## src/source/uncore_pkg.sv

```systemverilog
package uncore_pkg;

   // memory side widths
   localparam int PA_WIDTH = 32;
   localparam int LG_REQ_TAGS = 2;
   localparam int CL_BITS = 128;
   localparam int OPCODE_WIDTH = 4;

   // one more entry bit than tags so every tag can be queued twice over
   localparam int LG_QUEUE_DEPTH = LG_REQ_TAGS + 1;
   localparam int QUEUE_DEPTH = 1 << LG_QUEUE_DEPTH;

   // one cache line request toward external memory
   typedef struct packed {
      logic [PA_WIDTH-1:0]     addr;
      logic [LG_REQ_TAGS-1:0]  tag;
      logic [CL_BITS-1:0]      data;
      logic [OPCODE_WIDTH-1:0] opcode;
   } mem_req_t;

   // per L1 cache flag, used for requests and for completions
   typedef struct packed {
      logic icache;
      logic dcache;
   } l1_flush_t;

   // wait states name the caches that still owe a completion
   typedef enum logic [2:0] {
      FLUSH_IDLE  = 3'd0,
      WAIT_BOTH   = 3'd1,
      WAIT_ICACHE = 3'd2,
      WAIT_DCACHE = 3'd3,
      FLUSH_L2    = 3'd4
   } flush_state_t;

   // accepted requests still waiting for a response
   typedef logic [LG_QUEUE_DEPTH:0] inflight_t;

endpackage

```

## src/source/flush_sequencer.sv

```systemverilog
`timescale 1ns/1ps

module flush_sequencer
(
   input  logic                  clk,
   input  logic                  reset,
   input  uncore_pkg::l1_flush_t l1_flush_req,
   input  uncore_pkg::l1_flush_t l1_flush_done,
   input  logic                  l2_flush_done,
   output logic                  l2_flush,
   output logic                  in_flush_mode
);

   uncore_pkg::flush_state_t state;
   uncore_pkg::flush_state_t next_state;
   uncore_pkg::l1_flush_t    owed;
   uncore_pkg::l1_flush_t    remaining;
   logic                     next_l2_flush;

   // wait state for a set of caches still to finish
   function automatic uncore_pkg::flush_state_t wait_state
   (
      input uncore_pkg::l1_flush_t pending
   );
      uncore_pkg::flush_state_t s;
      case ({pending.icache, pending.dcache})
         2'b11:
         begin
            s = uncore_pkg::WAIT_BOTH;
         end
         2'b10:
         begin
            s = uncore_pkg::WAIT_ICACHE;
         end
         2'b01:
         begin
            s = uncore_pkg::WAIT_DCACHE;
         end
         default:
         begin
            s = uncore_pkg::FLUSH_L2;
         end
      endcase
      return s;
   endfunction

   always_ff @(posedge clk)
   begin
      if (reset)
      begin
         state    <= uncore_pkg::FLUSH_IDLE;
         l2_flush <= 1'b0;
      end
      else
      begin
         state    <= next_state;
         l2_flush <= next_l2_flush;
      end
   end

   assign in_flush_mode = (state != uncore_pkg::FLUSH_IDLE);

   // caches owing completion, decoded from state
   always_comb
   begin
      owed.icache = (state == uncore_pkg::WAIT_BOTH) || (state == uncore_pkg::WAIT_ICACHE);
      owed.dcache = (state == uncore_pkg::WAIT_BOTH) || (state == uncore_pkg::WAIT_DCACHE);
      remaining = owed & ~l1_flush_done;
   end

   always_comb
   begin
      next_state    = state;
      next_l2_flush = 1'b0;
      case (state)
         uncore_pkg::FLUSH_IDLE:
         begin
            // a cache left out of the request counts as done
            if (l1_flush_req != '0)
            begin
               next_state = wait_state(l1_flush_req);
            end
         end
         uncore_pkg::WAIT_BOTH,
         uncore_pkg::WAIT_ICACHE,
         uncore_pkg::WAIT_DCACHE:
         begin
            next_state    = wait_state(remaining);
            next_l2_flush = (remaining == '0);
         end
         uncore_pkg::FLUSH_L2:
         begin
            if (l2_flush_done)
            begin
               next_state = uncore_pkg::FLUSH_IDLE;
            end
         end
         default:
         begin
            next_state = uncore_pkg::FLUSH_IDLE;
         end
      endcase
   end

endmodule

```

## src/source/mem_port.sv

```systemverilog
`timescale 1ns/1ps

module mem_port
(
   input  logic                  clk,
   input  logic                  reset,
   input  logic                  l2_req_valid,
   input  uncore_pkg::mem_req_t  l2_req,
   output logic                  l2_req_ready,
   output logic                  mem_req_valid,
   output uncore_pkg::mem_req_t  mem_req,
   input  logic                  mem_req_gnt,
   input  logic                  mem_rsp_valid,
   output uncore_pkg::inflight_t inflight
);

   logic push_accept;

   mem_req_queue queue
   (
      .clk        (clk),
      .reset      (reset),
      .push_valid (l2_req_valid),
      .push_req   (l2_req),
      .push_ready (l2_req_ready),
      .pop_valid  (mem_req_valid),
      .pop_req    (mem_req),
      .pop_gnt    (mem_req_gnt)
   );

   assign push_accept = l2_req_valid && l2_req_ready;

   // up on accepted push, down on response, unchanged when both
   always_ff @(posedge clk)
   begin
      if (reset)
      begin
         inflight <= '0;
      end
      else if (push_accept && !mem_rsp_valid)
      begin
         inflight <= inflight + 1'b1;
      end
      else if (!push_accept && mem_rsp_valid)
      begin
         inflight <= inflight - 1'b1;
      end
   end

endmodule

```

## src/source/mem_req_queue.sv

```systemverilog
`timescale 1ns/1ps

module mem_req_queue
(
   input  logic                 clk,
   input  logic                 reset,
   input  logic                 push_valid,
   input  uncore_pkg::mem_req_t push_req,
   output logic                 push_ready,
   output logic                 pop_valid,
   output uncore_pkg::mem_req_t pop_req,
   input  logic                 pop_gnt
);

   localparam int LG = uncore_pkg::LG_QUEUE_DEPTH;

   // payload storage
   uncore_pkg::mem_req_t entries [uncore_pkg::QUEUE_DEPTH];

   // pointers carry a wrap bit above the index
   logic [LG:0] head;
   logic [LG:0] tail;
   logic [LG:0] next_head;
   logic [LG:0] next_tail;

   logic empty;
   logic full;
   logic push;
   logic pop;

   assign empty = (head == tail);
   assign full  = (head[LG-1:0] == tail[LG-1:0]) && (head[LG] != tail[LG]);

   assign push_ready = !full;
   assign pop_valid  = !empty;

   assign push = push_valid && push_ready;
   assign pop  = pop_valid && pop_gnt;

   // head entry straight out of the array
   assign pop_req = entries[head[LG-1:0]];

   always_comb
   begin
      next_head = head;
      next_tail = tail;
      if (push)
      begin
         next_tail = tail + 1'b1;
      end
      if (pop)
      begin
         next_head = head + 1'b1;
      end
   end

   always_ff @(posedge clk)
   begin
      if (reset)
      begin
         head <= '0;
         tail <= '0;
      end
      else
      begin
         head <= next_head;
         tail <= next_tail;
      end
   end

   always_ff @(posedge clk)
   begin
      if (push)
      begin
         entries[tail[LG-1:0]] <= push_req;
      end
   end

endmodule

```

## src/source/uncore_mem_top.sv

```systemverilog
`timescale 1ns/1ps

module uncore_mem_top
(
   input  logic                  clk,
   input  logic                  reset,

   // flush side
   input  uncore_pkg::l1_flush_t l1_flush_req,
   input  uncore_pkg::l1_flush_t l1_flush_done,
   input  logic                  l2_flush_done,
   output logic                  l2_flush,
   output logic                  in_flush_mode,

   // requests from the L2
   input  logic                  l2_req_valid,
   input  uncore_pkg::mem_req_t  l2_req,
   output logic                  l2_req_ready,

   // external memory
   output logic                  mem_req_valid,
   output uncore_pkg::mem_req_t  mem_req,
   input  logic                  mem_req_gnt,
   input  logic                  mem_rsp_valid,
   output uncore_pkg::inflight_t inflight
);

   flush_sequencer flush_seq
   (
      .clk           (clk),
      .reset         (reset),
      .l1_flush_req  (l1_flush_req),
      .l1_flush_done (l1_flush_done),
      .l2_flush_done (l2_flush_done),
      .l2_flush      (l2_flush),
      .in_flush_mode (in_flush_mode)
   );

   mem_port port
   (
      .clk           (clk),
      .reset         (reset),
      .l2_req_valid  (l2_req_valid),
      .l2_req        (l2_req),
      .l2_req_ready  (l2_req_ready),
      .mem_req_valid (mem_req_valid),
      .mem_req       (mem_req),
      .mem_req_gnt   (mem_req_gnt),
      .mem_rsp_valid (mem_rsp_valid),
      .inflight      (inflight)
   );

endmodule

```

## config.mk

```make
export PLATFORM = sky130hd
export DESIGN_NAME = uncore_mem_top
export DESIGN_NICKNAME = d
export VERILOG_FILES = /design/src/source/uncore_pkg.sv /design/src/source/flush_sequencer.sv /design/src/source/mem_port.sv /design/src/source/mem_req_queue.sv /design/src/source/uncore_mem_top.sv
export SDC_FILE = /design/constraint.sdc
export NUM_CORES = 1
export LEC_CHECK = 0
export BUFFER_PORTS_ARGS = -buffer_cell sky130_fd_sc_hd__buf_2
export CAP_MARGIN = 20
export CORE_MARGIN = 3
export CORE_UTILIZATION = 33
export DETAILED_ROUTE_END_ITERATION = 10
export PLACE_DENSITY = 0.61
export SLEW_MARGIN = 30
export SYNTH_ARGS = -nofsm -noshare
export SYNTH_HDL_FRONTEND = slang
export SYNTH_SLANG_ARGS = --single-unit
```

## constraint.sdc

```tcl
create_clock -name clk -period 37.9 [get_ports clk]
set_clock_uncertainty 0.15 [all_clocks]
set_input_delay 3.79 -clock clk [delete_from_list [all_inputs] [get_ports clk]]
set_output_delay 3.79 -clock clk [all_outputs]
set_load 0.01 [all_outputs]
```

==> impl_metrics.toml, run 1 <==
[run_status]
outcome = "complete, no violations"

[power]
leakage_nw = 18.70
peakVddDrop_uv = 38.28
powerDensity_nw_per_um2 = 58.61
p_total_mw = 3.503

[yosys]
syn-num-nets = 2228
ys_top_cells_by_area = "edfxtp_1 (78%), mux4_2 (15%), mux2_2 (3.7%), dfxtp_1 (0.75%), buf_6 (0.69%)"
seq_area_frac_synth_pct = 79.02
yosysWarnings = 0
syn_area_um2 = 50950
yosysTopAreaCell = "edfxtp_1"
synth_cell_types = 36
syn_avg_cell_area_um2 = 24.95
synth_cells = 2042
ys_ff_latch = 1347
synth_top_cell_area_share_pct = 78.27

[cts]
cts-resized-gates = 0
clk_latency_ns = 0.76
clockRootBuffer = "clkbuf_16"
numCtsBuffers = 143
postCtsHoldBufs = 0
clock_sinks = 1347
post_cts_buffers = 0
clk_pin_slew_ns = 0.06
cts.htree.levels = 4
clockBufferDepth = 3
cts_tree = "built"

[timing]
maxSlewHeadroom_pct = 36.44
rsz0062_at_grt = "no"
drv_slew = 0
fmax_mhz = 114.8
fin_ws_ns = 29.19
setup_violations = 0
timing.final.crit_share_pct = 22.98
period_needed_ns = 8.711
tns_ns = 0
hold_violations = 0
worst-slew-pin-transition_ns = 0.9535

[place]
place_area_um2 = 55110
pre_cts_ws_ns = 29.43
gp_congestion = 0.7216
dp_hpwl_um = 61450
io_buffers = 349

[worst_setup_path]
worstPathRequired_ns = 33.96
startpoint_type = "flop"
cp_data_arrival_time_ns = 4.77
cp_max_fo = 46
critical_path_class = "flop to primary output"
cp_common_cell = "buf_4"
critical-path-top-delay-family = "buffers and inverters"
slowest_delay_ns = 0.74
path_cells = "buf_12 -> buf_4 -> buf_4 -> buf_6 -> mux4_2 -> mux2_2 -> buf_2"
cp_num_buf_inv = 5
critPathSlowestCell = "buf_4"
cp-end-kind = "primary output"
crit_cells = 7
reg2reg_depth = 7

[cells_and_area]
area_delta_synth_final_pct = 17.32
final_nets = 2661
final_util_pct = 39.16
final_layout_size_suffix_gt1_share_pct = 42.74
design_area_um2 = 59770

[route]
vias = 23050
wire_per_inst_um = 24.53
first_iter_violations = 1624
drtPass1Iterations = 5
postRouteAntennaNets = 0
avgViaCountPerCell = 4.964
wl_um = 113900
route.detailed.drc = 0

[die]
dieArea_um2 = 159100
core_area_um2 = 152600
die_height_um = 398.9
initial_core_util_pct = 33.38
row_count = 143
die_w_um = 398.9
boundaryPins = 350

[global_route]
grt_max_degree = 114
track_usage_pct = 14.27
grt_first_pass_wirelength_um = 166400
grt_pass1_vias = 24570
grt_overflow_total = 0
antenna_found_initial = 41

[min_path]
hold_depth = 1
hp-class = "flop to flop"

[run]
drv_cap = 0
-- registers in the layout, summed over array words and instances, names as in the netlist, named ones only --
register,cells
flush_seq.l2_flush,1
flush_seq.state,3
port.queue.tail,4
port.queue.head,4
port.inflight,4
port.queue.entries,1328
-- final cells by class --
class / count / area (um^2)
fill: 13340 / 92850
sequential: 1347 / 40270
antenna: 30 / 75.07
inverter: 8 / 30.03
tap: 2030 / 2540
clock inverter: 76 / 760.7
multi-input combinational: 590 / 10100
timing repair buffer: 385 / 2202
clock buffer: 177 / 3791
-- stage by stage --
stage               hold slack (ns)  cells
floorplan                    0.3430   2042
global placement             0.3549   4357
detailed placement           0.4060   4359
CTS                          0.4130   4612
global route                 0.4598   4615
finish                       0.4213   4643
-- cell usage after synthesis --
| library cell | number |
|---|---|
| a21oi_1 | 7 |
| ha_1 | 9 |
| nand3_1 | 2 |
| mux2_2 | 167 |
| nor3_1 | 4 |
| or4b_2 | 1 |
| nor3_2 | 2 |
| buf_6 | 31 |
| dfxtp_1 | 19 |
| edfxtp_1 | 1328 |
| buf_4 | 1 |
| nor4_1 | 2 |
| buf_2 | 15 |
| xor2_1 | 4 |
| a31oi_1 | 2 |
| mux2i_1 | 3 |
| buf_1 | 21 |
| nor2b_1 | 1 |
| mux4_2 | 332 |
| o41ai_4 | 1 |
| fa_1 | 1 |
| o21ai_0 | 5 |
| clkbuf_1 | 29 |
| o41ai_2 | 1 |
| or3_1 | 6 |
| nand2_1 | 6 |
| nor4_4 | 1 |
| a211o_1 | 1 |
| nor2_1 | 19 |
| a211oi_1 | 2 |
| xor2_2 | 3 |
| or3b_4 | 1 |
| nand4_1 | 2 |
| xnor2_1 | 3 |
| inv_1 | 8 |
| nand2b_1 | 2 |
-- per-layer routing --
metal  GRT usage (%)  up-vias  routed length (um)
met2           22.50      715               53960
met5               0        -                 164
met4           3.705       26                2096
met1           18.73    12430               46380
li1                -     9684                   -
met3           5.193      195               11290
-- power breakdown --
part / switching, mW / leakage, nW / internal (mW)
Combinational: 0.233 / 4.25 / 0.229
Clock: 0.557 / 2.23 / 0.788
Sequential: 0.0175 / 12.2 / 1.68
Total: 0.808 / 18.7 / 2.70
-- final timing paths --
kind                           start                   endpoint  slack [ns]
hold reg to reg   flush_seq.state[2]         flush_seq.state[1]        0.42
setup reg to reg  port.queue.tail[0]  port.queue.entries[1][90]       33.81
hold / removal    flush_seq.state[2]         flush_seq.state[1]        0.42
setup / recovery                flop                mem_req[69]       29.19
-- logic make-up (layout without fill, tap and decap cells) --
| kind of cell | Yosys count | in the layout | synth area share (%) |
|---|---|---|---|
| buffers and inverters | 105 | 646 | 1.275 |
| flip-flops | 1347 | 1347 | 79.02 |
| XOR/XNOR | 10 | 10 | 0.2161 |
| multiplexers | 502 | 502 | 18.43 |
| other | 0 | 30 | 0 |
| adder cells (fa/ha/maj) | 10 | 10 | 0.2603 |
| AO/OA/AOI/OAI | 19 | 19 | 0.2751 |
| AND/OR/NAND/NOR | 49 | 49 | 0.5256 |
-- worst register-to-register path: cells and delay by family (launching register included) --
kind | cells | cell delay (ns)
flops | 1 | 0.64
xor+xnor | 1 | 0.43
buf+inv | 3 | 1.67
simple gates | 3 | 0.79
-- layout by cell type (no fill, tap or decap), drive strengths merged, types with 7 or more instances in the layout --
master	Yosys	final
edfxtp	1328	1328
buf	68	385
mux4	332	332
clkbuf	29	177
mux2	167	167
clkinv	0	55
diode	0	30
dfxtp	19	19
nor2	19	19
inv	8	16
bufinv	0	11
ha	9	9
a21oi	7	7
xor2	7	7
Note: power is estimated with default switching activity, not from simulation.
==> run 2: changes to the inputs <==
==> constraint.sdc (replaced) <==
create_clock -name clk -period 8.5 [get_ports clk]
set_clock_uncertainty 0.15 [all_clocks]
set_input_delay 0.85 -clock clk [delete_from_list [all_inputs] [get_ports clk]]
set_output_delay 0.85 -clock clk [all_outputs]
set_load 0.01 [all_outputs]
==> impl_metrics.toml, run 2 (synthesis gave the netlist of run 1 again) <==
[run_status]
outcome = "complete, no violations"

[place]
placed_cells = 4357
place_area_um2 = 55110
gp_congestion = 0.7126
dp_hpwl_um = 59390
io_buffers = 349

[min_path]
hp-class = "input port to flop"

[cts]
clock_sinks = 1347
cts_tree = "built"
cts-resized-gates = 0
cts.htree.levels = 4
clk_latency_ns = 0.75
post_cts_buffers = 0
numCtsBuffers = 144
postCtsHoldBufs = 0
clk_pin_slew_ns = 0.06
clockBufferDepth = 3
clockRootBuffer = "clkbuf_16"

[worst_setup_path]
timing.rr.start = "port.queue.tail[0]"
worstPathRequired_ns = 7.50
cp_common_cell = "buf_12"
path_cells = "buf_12 -> buf_12 -> mux4_2 -> mux2_2 -> buf_2"
critical_path_class = "flop to primary output"
cp_max_fo = 94
cp_data_arrival_time_ns = 3.54
crit_end = "mem_req[60]"
critPathSlowestCell = "dfxtp_4"
reg2reg_depth = 6
r2r_end = "port.queue.entries[2][94]"
startpoint_type = "flop"
r2r_setup_slack_ns = 4.66
cp-end-kind = "primary output"
slowest_delay_ns = 0.66

[die]
initial_core_util_pct = 33.38
die_w_um = 398.9
core_area_um2 = 152600
boundaryPins = 350
row_count = 143
die_height_um = 398.9
dieArea_um2 = 159100

[power]
leakage_nw = 18.74
peakVddDrop_uv = 186.7
powerDensity_nw_per_um2 = 261.7

[timing]
period_needed_ns = 4.535
setup_violations = 0
rsz0062_at_grt = "no"
hold_violations = 0
tns_ns = 0
maxSlewHeadroom_pct = 28.48
worst-slew-pin-transition_ns = 1.073
fmax_mhz = 220.5
drv_slew = 0
timing.final.crit_share_pct = 53.35

[route]
wire_per_inst_um = 23.79
first_iter_violations = 1522
postRouteAntennaNets = 0
wl_um = 110300
avgViaCountPerCell = 4.874
vias = 22590
route.detailed.drc = 0
drtPass1Iterations = 5

[global_route]
grt_max_degree = 127
grt_use_met1_pct = 17.05
antenna_found_initial = 38
busiest_layer = "met2"
grt_overflow_total = 0
track_usage_pct = 13.81
grt_pass1_vias = 24740
grt_util_met3_pct = 4.679
use_met2_pct = 22.95
grt_first_pass_wirelength_um = 160700

[cells_and_area]
final_layout_size_suffix_gt1_share_pct = 42.71
instances_no_fill = 4634
largest_reg_flops = 1328
fillCellCount = 13360
final_nets = 2662
design_area_um2 = 59890
area_delta_synth_final_pct = 17.56
layout_common_cells = "edfxtp_1 (1328), buf_2 (349), mux4_2 (332)"
layout_commonest_cell = "edfxtp_1"

[run]
drv_cap = 0
## run 2: cell count changes in the layout (fill, tap and decap cells not counted), sizes merged
cell	delta
clkbuf	-1
diode	-11
inv	+2
clkinv	-2
clkinvlp	+2
bufinv	+1
## run 2: area by class of cell
cell class                 count  area (um^2)  area share [%]
sequential                  1347        40270           67.24
inverter                       8        30.03         0.05014
clock inverter                79        895.9           1.496
timing repair buffer         385         2243           3.746
tap                         2030         2540           4.241
antenna                       19        47.55         0.07939
clock buffer                 176         3766           6.288
multi-input combinational    590        10100           16.86
## run 2: how the worst min path moves through the flow
stage | slack (ns) | startpoint | depth (start not counted) | endpoint
5_1_grt | 0.14 | l2_req[58] | 1 | port.queue.entries[5][58]
6_report | 0.20 | l2_req[9] | 1 | port.queue.entries[5][9]
4_1_cts | 0.10 | l2_req[9] | 1 | port.queue.entries[5][9]
3_5_place_dp | 0.38 | port.inflight[2] | 2 | port.inflight[2]
3_3_place_gp | 0.35 | port.inflight[2] | 2 | port.inflight[2]
2_1_floorplan | 0.34 | flush_seq.state[2] | 1 | flush_seq.state[1]
## run 2: critical path: cells and delay by family (launching register included)
family / cells / cell delay (ns)
buffers and inverters: 3 / 0.94
DFF: 1 / 0.66
muxes: 2 / 0.92
## run 2: routing by layer
layer  share of wire, %  vias up
met5               0.18        -
met4                2.4       28
met3                8.4      193
met2                 49      681
met1                 40    12020
li1                   -     9666
## run 2: stage by stage
| step | setup slack (ns) | utilization (%) | hold slack, ns | power [mW] |
|---|---|---|---|---|
| 4_1_cts | 3.747 | 39.16 | 0.1004 | 15.92 |
| 3_3_place_gp | 4.513 | 36.09 | 0.3510 | 9.719 |
| 5_1_grt | 3.674 | 39.22 | 0.1447 | 16.33 |
| 2_1_floorplan | -4.773 | - | 0.3430 | 9.164 |
| 3_5_place_dp | 4.587 | 36.11 | 0.3832 | 9.784 |
| 6_report | 3.965 | 39.24 | 0.2017 | 15.68 |
## run 2: power by group
group / switching, mW / internal (mW)
registers: 0.0781 / 7.48
logic: 1.01 / 1.03
clock network: 2.53 / 3.55
